--- config.mk ---
export PLATFORM = sky130hd
export DESIGN_NAME = io_subsystem
export DESIGN_NICKNAME = d
export VERILOG_FILES = /design/src/verilog/io_pkg.sv /design/src/verilog/interval_timer.sv /design/src/verilog/io_port_decoder.sv /design/src/verilog/io_subsystem.sv /design/src/verilog/irq_controller.sv /design/src/verilog/led_register.sv
export SDC_FILE = /design/constraint.sdc
export NUM_CORES = 1
export LEC_CHECK = 0
export BUFFER_PORTS_ARGS = -buffer_cell sky130_fd_sc_hd__buf_4
export CAP_MARGIN = 20
export CORE_MARGIN = 8
export CORE_UTILIZATION = 60
export CTS_CLUSTER_DIAMETER = 80
export DETAILED_ROUTE_END_ITERATION = 8
export GPL_TIMING_DRIVEN = 0
export PLACE_DENSITY = 0.87
export REMOVE_ABC_BUFFERS = 1
export SETUP_SLACK_MARGIN = 0.3
export SLEW_MARGIN = 20
export SYNTH_ARGS = -nofsm -noshare
export SYNTH_HDL_FRONTEND = slang
export SYNTH_SLANG_ARGS = --single-unit
export TNS_END_PERCENT = 1
--- constraint.sdc ---
create_clock -name clk -period 6 [get_ports clk]
set_clock_uncertainty 0.05 [all_clocks]
set_input_delay 1.2 -clock clk [delete_from_list [all_inputs] [get_ports clk]]
set_output_delay 1.2 -clock clk [all_outputs]
set_load 0.05 [all_outputs]
--- src/verilog/io_pkg.sv ---
// Shared types for the 16-bit I/O port bus.
// Port addresses are byte addresses; the bus carries word addresses
// in bits 15:1, so every port is matched on bits 15:1 only.
// rdata of a response must be zero when ack is low so that the
// responses of all peripherals can be ORed together.
package io_pkg;

    typedef struct packed {
        logic        access;
        logic        wr_en;
        logic [15:1] addr;    // Word address
        logic [1:0]  bytesel;
        logic [15:0] wdata;
    } io_req_t;

    typedef struct packed {
        logic        ack;
        logic [15:0] rdata;
    } io_rsp_t;

    typedef enum logic [2:0] {
        TGT_NONE,
        TGT_LEDS,
        TGT_TIMER,
        TGT_IRQ_MASK,
        TGT_IRQ_TEST,
        TGT_DEFAULT
    } io_target_e;

    localparam logic [15:0] PORT_LEDS        = 16'hfffe;
    localparam logic [15:0] PORT_IRQ_TEST    = 16'hfff6;
    localparam logic [15:0] PORT_TIMER_COUNT = 16'h0040;
    localparam logic [15:0] PORT_TIMER_CTRL  = 16'h0042;
    localparam logic [15:0] PORT_IRQ         = 16'h0020;

    localparam int NUM_IRQS = 8;

    // Byte-lane write merge used by the word registers
    function automatic logic [15:0] merge_bytes(input logic [15:0] old_val,
                                                input logic [15:0] new_val,
                                                input logic [1:0]  bytesel);
        return {bytesel[1] ? new_val[15:8] : old_val[15:8],
                bytesel[0] ? new_val[7:0] : old_val[7:0]};
    endfunction

endpackage

--- src/verilog/interval_timer.sv ---
// Programmable interval timer.
// COUNT port loads reload value and counter, reads give the live counter.
// CTRL port bit 0 enables counting; the prescaler restarts on enable
// and on every count write. TIMER_PRESCALE must be at least 2 so that
// the interrupt pulse stays one cycle wide. A reload of 0 never fires.
`timescale 1ns/1ps

module interval_timer #(
    parameter int TIMER_PRESCALE = 4
) (
    input  logic            clk,
    input  logic            rst_n,
    input  io_pkg::io_req_t req,
    input  logic            cs,
    output io_pkg::io_rsp_t rsp,
    output logic            timer_intr
);

    import io_pkg::*;

    localparam int PW = $clog2(TIMER_PRESCALE);

    logic          hit;
    logic          sel_ctrl;
    logic          count_wr;
    logic          ctrl_wr;
    logic          tick;
    logic          enable;
    logic [PW-1:0] presc;
    logic [15:0]   count;
    logic [15:0]   reload;
    logic [15:0]   load_val;
    logic [15:0]   read_val;

    assign hit      = cs && !rsp.ack;
    assign sel_ctrl = (req.addr == PORT_TIMER_CTRL[15:1]);
    assign count_wr = hit && req.wr_en && !sel_ctrl;
    assign ctrl_wr  = hit && req.wr_en && sel_ctrl && req.bytesel[0];
    assign load_val = merge_bytes(reload, req.wdata, req.bytesel);
    assign read_val = sel_ctrl ? {15'h0000, enable} : count;

    // One tick every TIMER_PRESCALE clocks while enabled
    assign tick = enable && (presc == PW'(TIMER_PRESCALE - 1));

    always_ff @(posedge clk or negedge rst_n) begin
        if (!rst_n) begin
            rsp        <= '0;
            enable     <= 1'b0;
            presc      <= '0;
            count      <= 16'h0000;
            reload     <= 16'h0000;
            timer_intr <= 1'b0;
        end else begin
            rsp.ack    <= hit;
            rsp.rdata  <= (hit && !req.wr_en) ? read_val : 16'h0000;
            timer_intr <= 1'b0;

            if (count_wr)
                reload <= load_val;

            if (ctrl_wr)
                enable <= req.wdata[0];

            if (!enable || count_wr || tick)
                presc <= '0;
            else
                presc <= presc + 1'b1;

            if (count_wr) begin
                count <= load_val;  // Bus write beats the decrement
            end else if (tick && count != 16'h0000) begin
                if (count == 16'h0001) begin
                    count      <= reload;
                    timer_intr <= 1'b1;
                end else begin
                    count <= count - 1'b1;
                end
            end
        end
    end

    a_intr_pulse: assert property (@(posedge clk) disable iff (!rst_n)
        timer_intr |=> !timer_intr);

endmodule

--- src/verilog/io_port_decoder.sv ---
// Port address decoder for the I/O bus.
// Chip selects are combinational from the request and qualified by access.
// Any unmapped port is acked one cycle later with zero read data,
// and writes to it are dropped.
`timescale 1ns/1ps

module io_port_decoder (
    input  logic           clk,
    input  logic           rst_n,
    input  io_pkg::io_req_t req,
    output logic           cs_leds,
    output logic           cs_timer,
    output logic           cs_irq,
    input  io_pkg::io_rsp_t rsp_leds,
    input  io_pkg::io_rsp_t rsp_timer,
    input  io_pkg::io_rsp_t rsp_irq,
    output io_pkg::io_rsp_t rsp
);

    import io_pkg::*;

    io_target_e target;
    io_rsp_t    rsp_dflt;
    logic       dflt_ack;

    always_comb begin
        target = TGT_NONE;
        if (req.access) begin
            case (req.addr)
                PORT_LEDS[15:1]:        target = TGT_LEDS;
                PORT_TIMER_COUNT[15:1],
                PORT_TIMER_CTRL[15:1]:  target = TGT_TIMER;
                PORT_IRQ[15:1]:         target = TGT_IRQ_MASK;
                PORT_IRQ_TEST[15:1]:    target = TGT_IRQ_TEST;
                default:                target = TGT_DEFAULT;
            endcase
        end
    end

    assign cs_leds  = (target == TGT_LEDS);
    assign cs_timer = (target == TGT_TIMER);
    // Controller tells its two ports apart itself
    assign cs_irq   = (target == TGT_IRQ_MASK) || (target == TGT_IRQ_TEST);

    // Default responder, same one-cycle latency as the peripherals
    always_ff @(posedge clk or negedge rst_n) begin
        if (!rst_n) begin
            dflt_ack <= 1'b0;
        end else begin
            dflt_ack <= (target == TGT_DEFAULT) && !dflt_ack;
        end
    end

    assign rsp_dflt.ack   = dflt_ack;
    assign rsp_dflt.rdata = '0;

    assign rsp = rsp_leds | rsp_timer | rsp_irq | rsp_dflt;

    a_onehot_cs: assert property (@(posedge clk) disable iff (!rst_n)
        $onehot0({cs_leds, cs_timer, cs_irq}));

endmodule

--- src/verilog/io_subsystem.sv ---
// I/O port subsystem: decoder, LED register, interval timer and
// interrupt controller on one shared request bus.
// Every port acks exactly one cycle after the access is seen.
// Only the timer drives a hardware interrupt line (line 0).
`timescale 1ns/1ps

module io_subsystem #(
    parameter int NUM_LEDS       = 8,
    parameter int TIMER_PRESCALE = 4
) (
    input  logic                clk,
    input  logic                rst_n,
    input  io_pkg::io_req_t     req,
    output io_pkg::io_rsp_t     rsp,
    output logic [NUM_LEDS-1:0] leds,
    output logic                intr,
    output logic [2:0]          irq_vector
);

    import io_pkg::*;

    logic                cs_leds;
    logic                cs_timer;
    logic                cs_irq;
    io_rsp_t             rsp_leds;
    io_rsp_t             rsp_timer;
    io_rsp_t             rsp_irq;
    logic                timer_intr;
    logic [NUM_IRQS-1:0] irq_lines;

    assign irq_lines = {{(NUM_IRQS - 1){1'b0}}, timer_intr};

    io_port_decoder u_decoder (
        .clk       (clk),
        .rst_n     (rst_n),
        .req       (req),
        .cs_leds   (cs_leds),
        .cs_timer  (cs_timer),
        .cs_irq    (cs_irq),
        .rsp_leds  (rsp_leds),
        .rsp_timer (rsp_timer),
        .rsp_irq   (rsp_irq),
        .rsp       (rsp)
    );

    led_register #(.NUM_LEDS(NUM_LEDS)) u_leds (
        .clk   (clk),
        .rst_n (rst_n),
        .req   (req),
        .cs    (cs_leds),
        .rsp   (rsp_leds),
        .leds  (leds)
    );

    interval_timer #(.TIMER_PRESCALE(TIMER_PRESCALE)) u_timer (
        .clk        (clk),
        .rst_n      (rst_n),
        .req        (req),
        .cs         (cs_timer),
        .rsp        (rsp_timer),
        .timer_intr (timer_intr)
    );

    irq_controller u_irq (
        .clk        (clk),
        .rst_n      (rst_n),
        .req        (req),
        .cs         (cs_irq),
        .rsp        (rsp_irq),
        .irq_lines  (irq_lines),
        .intr       (intr),
        .irq_vector (irq_vector)
    );

endmodule

--- src/verilog/irq_controller.sv ---
// Interrupt controller with latched pending bits.
// PORT_IRQ: read {pending, mask}; low byte write sets the mask,
// high byte write clears the pending bits written as 1.
// PORT_IRQ_TEST: software interrupts on lines 7:1, line 0 is hardware only.
// A request that is still active re-latches its pending bit at once.
// Sized for NUM_IRQS == 8 so both registers fit one byte lane.
`timescale 1ns/1ps

module irq_controller (
    input  logic                        clk,
    input  logic                        rst_n,
    input  io_pkg::io_req_t             req,
    input  logic                        cs,
    output io_pkg::io_rsp_t             rsp,
    input  logic [io_pkg::NUM_IRQS-1:0] irq_lines,
    output logic                        intr,
    output logic [2:0]                  irq_vector
);

    import io_pkg::*;

    logic                hit;
    logic                sel_test;
    logic [NUM_IRQS-1:0] mask;
    logic [NUM_IRQS-1:0] pending;
    logic [NUM_IRQS-1:1] test;
    logic [NUM_IRQS-1:0] set_req;
    logic [NUM_IRQS-1:0] clr_req;
    logic [NUM_IRQS-1:0] active;
    logic [15:0]         read_val;

    assign hit      = cs && !rsp.ack;
    assign sel_test = (req.addr == PORT_IRQ_TEST[15:1]);

    assign set_req = irq_lines | {test, 1'b0};
    assign clr_req = (hit && req.wr_en && !sel_test && req.bytesel[1])
                     ? req.wdata[15:8] : '0;

    assign read_val = sel_test ? {8'h00, test, 1'b0} : {pending, mask};

    always_ff @(posedge clk or negedge rst_n) begin
        if (!rst_n) begin
            rsp     <= '0;
            mask    <= '1;  // All lines masked out of reset
            pending <= '0;
            test    <= '0;
        end else begin
            rsp.ack   <= hit;
            rsp.rdata <= (hit && !req.wr_en) ? read_val : 16'h0000;

            // Set wins over a clear in the same cycle
            pending <= (pending & ~clr_req) | set_req;

            if (hit && req.wr_en && req.bytesel[0]) begin
                if (sel_test)
                    test <= req.wdata[NUM_IRQS-1:1];
                else
                    mask <= req.wdata[NUM_IRQS-1:0];
            end
        end
    end

    assign active = pending & ~mask;
    assign intr   = |active;

    // Lowest numbered unmasked line has priority
    always_comb begin
        irq_vector = 3'd0;
        for (int i = NUM_IRQS - 1; i >= 0; i--) begin
            if (active[i])
                irq_vector = 3'(i);
        end
    end

    a_vector_valid: assert property (@(posedge clk) disable iff (!rst_n)
        intr |-> pending[irq_vector] && !mask[irq_vector]);

endmodule

--- src/verilog/led_register.sv ---
// LED output register on a single word port.
// NUM_LEDS must be between 1 and 16; bits above it are dropped on write
// and read back as zero.
`timescale 1ns/1ps

module led_register #(
    parameter int NUM_LEDS = 8
) (
    input  logic                clk,
    input  logic                rst_n,
    input  io_pkg::io_req_t     req,
    input  logic                cs,
    output io_pkg::io_rsp_t     rsp,
    output logic [NUM_LEDS-1:0] leds
);

    import io_pkg::*;

    logic        hit;  // First cycle of a selected access
    logic [15:0] led_word;

    assign hit      = cs && !rsp.ack;
    assign led_word = 16'(leds);

    always_ff @(posedge clk or negedge rst_n) begin
        if (!rst_n) begin
            leds <= '0;
            rsp  <= '0;
        end else begin
            rsp.ack   <= hit;
            rsp.rdata <= (hit && !req.wr_en) ? led_word : 16'h0000;
            if (hit && req.wr_en)
                leds <= NUM_LEDS'(merge_bytes(led_word, req.wdata, req.bytesel));
        end
    end

    a_ack_single: assert property (@(posedge clk) disable iff (!rst_n)
        rsp.ack |=> !rsp.ack);

endmodule
==> results of run 1 <==
[state kept, by name, indices dropped and copies added, names as in the netlist]
name,count
u_timer.rsp,17
u_timer.reload,16
u_timer.count,16
u_timer.enable,1
u_decoder.dflt_ack,1
u_irq.test,7
u_irq.mask,8
u_timer.timer_intr,1
u_leds.rsp,9
u_irq.pending,8
u_timer.presc,2
u_irq.rsp,17
u_leds.leds,8
[cells by family (layout without fill, tap and decap cells)]
group | count (synthesis) | after routing | synth area share, %
AO/OA/AOI/OAI | 81 | 81 | 10.5
adder cells (fa/ha/maj) | 3 | 3 | 0.714
buffers and inverters | 37 | 101 | 2.90
flip-flops | 111 | 111 | 53.0
multiplexers | 58 | 58 | 12.6
AND/OR/NAND/NOR | 188 | 188 | 20.3
[worst max path at each step]
stage                                        startpoint                             end  depth (start not counted)
after floorplan               u_irq.mask[0]$_DFFE_PN1P_                   irq_vector[2]                          3
after global placement                          req[20]   u_timer.reload[9]$_DFFE_PN0P_                          6
after CTS                                       req[20]  u_timer.reload[14]$_DFFE_PN0P_                          6
after detailed placement                        req[20]  u_timer.reload[14]$_DFFE_PN0P_                          6
after global routing      u_timer.count[11]$_DFFE_PN0P_    u_timer.count[6]$_DFFE_PN0P_                          5
final                     u_timer.count[11]$_DFFE_PN0P_   u_timer.count[15]$_DFFE_PN0P_                          5
[final cells by class]
| class | count | area share (%) |
|---|---|---|
| Clock buffer | 10 | 2.12 |
| Clock inverter | 6 | 1.27 |
| Inverter | 18 | 1.12 |
| Multi-Input combinational cell | 330 | 38.6 |
| Sequential cell | 111 | 46.3 |
| Tap cell | 108 | 2.24 |
| Timing Repair Buffer | 67 | 8.37 |
[worst reg2reg max path, stage by stage, from the launching register on]
cell and delay (ps):
dfrtp_1 460, nor4_1 880, nand4_1 1000, a211oi_1 530, o22ai_1 130, a21oi_1 170
[layout by cell type (no fill, tap or decap), types with 11 or more instances in the layout]
cell      count
a211oi_1     14
a21oi_1      11
and2_1       26
buf_4        65
dfrtp_1     103
inv_1        18
mux2_2       33
mux2i_1      17
nand2_1      26
nor2_1       29
nor2b_1      13
nor3_1       14
o21ai_0      12
[Yosys cell counts, drive strengths merged (14+ instances only)]
master,number,area share (%)
nor2,29,2.1
and2,26,3.1
a211oi,14,2.0
mux2,41,9.4
inv,18,1.3
nor4,14,2.2
dfrtp,103,49
mux2i,17,3.2
nand2,26,1.9
clkbuf,15,1.1
nor3,14,1.3
[layer usage]
layer	up-vias	GRT usage, %	routed length (µm)
met5	-	0	0
met4	0	10.6	403
met3	39	4.98	1230
met2	243	35.7	6220
met1	2017	28.0	4970
li1	1852	-	-
[stage by stage]
step	hold WS (ps)	cell area (µm²)	total power, mW	setup WS, ps
after floorplan	353	5170	0.774	2710
after global placement	369	5790	0.821	2480
after detailed placement	385	5800	0.823	2410
after CTS	400	6010	1.28	2820
after global routing	423	6030	1.31	2400
final	406	6030	1.28	2700
[power breakdown]
part	total [mW]	internal (mW)	switching [mW]
registers	0.749	0.748	0.000423
clock network	0.467	0.201	0.266
logic	0.0594	0.0213	0.0380
total	1.28	0.971	0.305
==> impl_metrics.tcl, run 1 <==
set metrics [dict create \
    die-area_mm2 0.0120 \
    multi_input_area_mm2 0.00233 \
    netlist_area_mm2 0.00526 \
    cts_made_buffers 9 \
    slew_headroom_pct 32.0 \
    cts-root-buf "clkbuf_8" \
    critPathTopFamily "simple AND/OR/NAND/NOR gates" \
    fin_setup_tns_ps 0 \
    yosys_register_bits 111 \
    grt-ovfl-total 0 \
    via_count 4151 \
    cts_max_level 3 \
    place_congestion 0.910 \
    synth_cells 478 \
    hold_violations 0 \
    rsz0062_at_grt "false" \
    grt_pass1_vias 4126 \
    ir_drop_mv 0.122 \
    die_w_um 110 \
    min_to "u_timer.presc[0]$_DFF_PN0_" \
    cts-resized-gates 0 \
    die_h_um 110 \
    cts_hold_buf 0 \
    tritoncts "built" \
    n_fill_cell 595 \
    avgSynthCellArea_um2 11.0 \
    worst_slew_pin_slew_ps 1010 \
    row_count 34 \
    drv_slew 0 \
    worst-path-max-fanout 22 \
    utilization_pct 70.1 \
    pwr_density_cell_mw_per_mm2 212 \
    min_path_cells 1 \
    synth-main-ff-cell "dfrtp_1" \
    grt_max_degree 112 \
    seqCellArea_mm2 0.00279 \
    wl_per_cell_um 19.7 \
    drt_first_pass_iters 5 \
    ys_warn_count 0 \
    coreArea_mm2 0.00859 \
    grt_pass1_wl_um 20600 \
    ant_nets 0 \
    ys_seq_area_share_pct 53.0 \
    critical_path_buf_inv_count 0 \
    start_util_pct 61.2 \
    synth-async-reset-ratio_pct 100 \
    synth.distinct_cells 51 \
    hp-class "reg2reg" \
    antenna_found_initial 0 \
    r2r_slack_ps 2700 \
    max_freq_ghz 0.303 \
    diodes 0 \
    cts_sinks 111 \
    critPathSlowestCell "nand4_1" \
    maxCapViolCount 0 \
    arrival_ps 3540 \
    leakage_nw 2.89 \
    drive_above_1_share_pct 26.9 \
    worstSkewPairLatency_ps 380 \
    drt-vias-per-instance 6.39 \
    synth-edff-count 0 \
    finalCritPeriodShare_pct 55.0 \
    postCtsSetupBuffers 0 \
    critPathCaptureType "register" \
    cp_data_required_time_ps 6240 \
    wl_um 12800 \
    status "completed" \
    syn2layout_area_growth_pct 14.7 \
    setup_viol_count_final 0 \
    min-delay-start "u_timer.presc[0]$_DFF_PN0_" \
    r2r_cells 5 \
    clock_path_buffers 2 \
    portBuffers 65 \
    fin_crit_ps 3300 \
    startpoint_type "register" \
    track_usage_pct 22.2 \
    placedCellCount 632 \
    drtIter0Drc 318 \
    path_cells "nor4_1 > nand4_1 > a211oi_1 > o22ai_1 > a21oi_1" \
    final-instance-count-excl-fill 650 \
    hpwl_um 9260 \
    crit_type "reg2reg" \
    pin_count 66 \
    drc 0 \
    path_clk_slew_ps 100 \
    finalNetCount 577 \
    r2r_end "u_timer.count[15]$_DFFE_PN0P_" \
    regToRegStartpoint "u_timer.count[11]$_DFFE_PN0P_" \
    critPathMaxStageDelay_ps 1000 \
]
No activity file was read; power rests on OpenSTA's default activity.
==> run 2, diff against run 1 <==
CORE_UTILIZATION = 52   (was 60)
PLACE_DENSITY = 0.81   (was 0.87)
clock period = 3.02 ns   (was 6 ns; I/O delays follow)
==> impl_metrics.tcl, run 2 (synthesis gave the netlist of run 1 again) <==
set metrics [dict create \
    cts_sinks 111 \
    path_cells "buf_4 > nor2b_1 > nor3b_1 > nand3_1 > a211oi_1 > a21oi_1" \
    startpoint_type "primary input" \
    start_util_pct 53.8 \
    diodes 0 \
    clock_path_buffers 2 \
    grt-ovfl-total 0 \
    postCtsSetupBuffers 0 \
    critPathCaptureType "register" \
    critPathSlowestCell "nand3_1" \
    tritoncts "built" \
    wl_per_cell_um 19.5 \
    worst_slew_pin_slew_ps 976 \
    grt_pass1_vias 4082 \
    grt_pass1_wl_um 20800 \
    critical_path_buf_inv_count 1 \
    hp-class "in2async" \
    worst-path-max-fanout 22 \
    final_cell_mix "dfrtp_1 (103), buf_4 (64), mux2_2 (33)" \
    fin_ws_ps 428 \
    drive_above_1_share_pct 27.5 \
    rsz0062_at_grt "true" \
    drv_slew 0 \
    fin_setup_tns_ps 0 \
    critPathMaxStageDelay_ps 790 \
    place_congestion 0.895 \
    drc 0 \
    status "completed" \
    antenna_found_initial 0 \
    path_clk_slew_ps 110 \
    fin_crit_ps 2590 \
    finalNetCount 576 \
    place_ws_ps -47.2 \
    die_w_um 117 \
    coreArea_mm2 0.00977 \
    maxCapViolCount 0 \
    critPathTopFamily "simple AND/OR/NAND/NOR gates" \
    grt_max_degree 112 \
    ant_nets 0 \
    cts_hold_buf 0 \
    final_common_cell "dfrtp_1" \
    die_h_um 117 \
    cts_max_level 3 \
    cts_made_buffers 9 \
    hpwl_um 9190 \
    reg.largest.list "u_irq.rsp (17), u_timer.rsp (17)" \
    drt_first_pass_iters 5 \
    portBuffers 65 \
    worstSkewPairLatency_ps 380 \
    arrival_ps 2760 \
    via_count 4099 \
    pwr_density_cell_mw_per_mm2 405 \
    syn2layout_area_growth_pct 15.2 \
    setup_viol_count_final 0 \
    pin_count 66 \
    drtIter0Drc 460 \
    max_freq_ghz 0.386 \
    row_count 36 \
    hold_violations 0 \
    die-area_mm2 0.0136 \
    finalCritPeriodShare_pct 85.8 \
    ir_drop_mv 0.209 \
    cp_data_required_time_ps 3190 \
    slew_headroom_pct 34.8 \
    crit_type "in2reg" \
    cts-root-buf "clkbuf_8" \
    drt-vias-per-instance 6.08 \
    leakage_nw 2.88 \
    wl_um 13100 \
    track_usage_pct 19.8 \
    hold_ws_ps 295 \
]
## run 2: cell type report
| class | count | area, µm² |
|---|---|---|
| fillers | 757 | 3720 |
| flip-flops and latches | 111 | 2790 |
| multi-input cells | 331 | 2360 |
| repair buffers | 65 | 492 |
| well taps | 133 | 166 |
| clock buffers | 10 | 128 |
| inverters | 18 | 67.6 |
| clock inverters | 6 | 51.3 |
## run 2: worst reg2reg max path: cells and delay by family (launching register included)
family / cells / cell delay (ps)
AOI/OAI and AO/OA: 2 / 600
DFF: 1 / 390
and+or+nand+nor: 3 / 1380
## run 2: routing by layer
metal	track usage (%)	wire [µm]	vias to the layer above
met5	0	0	-
met4	10.2	432	0
met3	3.41	1030	45
met2	32.5	6400	208
met1	24.8	5270	1992
li1	-	-	1854
## run 2: worst paths after layout
check	from	end	slack, ps	cells after the start
min in group clk	req[13]	u_irq.pending[5]$_DFF_PN0_	380	2
min reg2reg	u_decoder.dflt_ack$_DFF_PN0_	u_decoder.dflt_ack$_DFF_PN0_	400	1
min	rst_n	u_timer.rsp[8]$_DFF_PN0_	300	1
max reg2reg	u_timer.rsp[16]$_DFF_PN0_	u_timer.count[4]$_DFFE_PN0P_	430	5
max in group asynchronous	rst_n	u_leds.leds[5]$_DFFE_PN0P_	2000	1
max	req[22]	u_timer.count[4]$_DFFE_PN0P_	430	6
## run 2: per-stage QoR
stage | power [mW] | util [%] | cell area, µm² | instances
2_1_floorplan | 1.54 | - | 5170 | 459
3_3_place_gp | 1.63 | 59.6 | 5820 | 657
3_5_place_dp | 1.64 | 59.7 | 5830 | 657
4_1_cts | 2.46 | 61.7 | 6030 | 674
5_1_grt | 2.54 | 61.9 | 6050 | 674
6_report | 2.45 | 61.9 | 6050 | 674
## run 2: timing repair
item	in CTS	in global routing
cloned	1	0
pin swaps	1	0
resized for setup	3	3
setup endpoints to repair	16	30
## run 2: power breakdown
part	switching (mW)	internal [mW]	total [mW]	leakage, nW
registers	0.000729	1.49	1.49	1.43
logic	0.0779	0.0424	0.120	1.35
clock network	0.528	0.314	0.842	0.0931
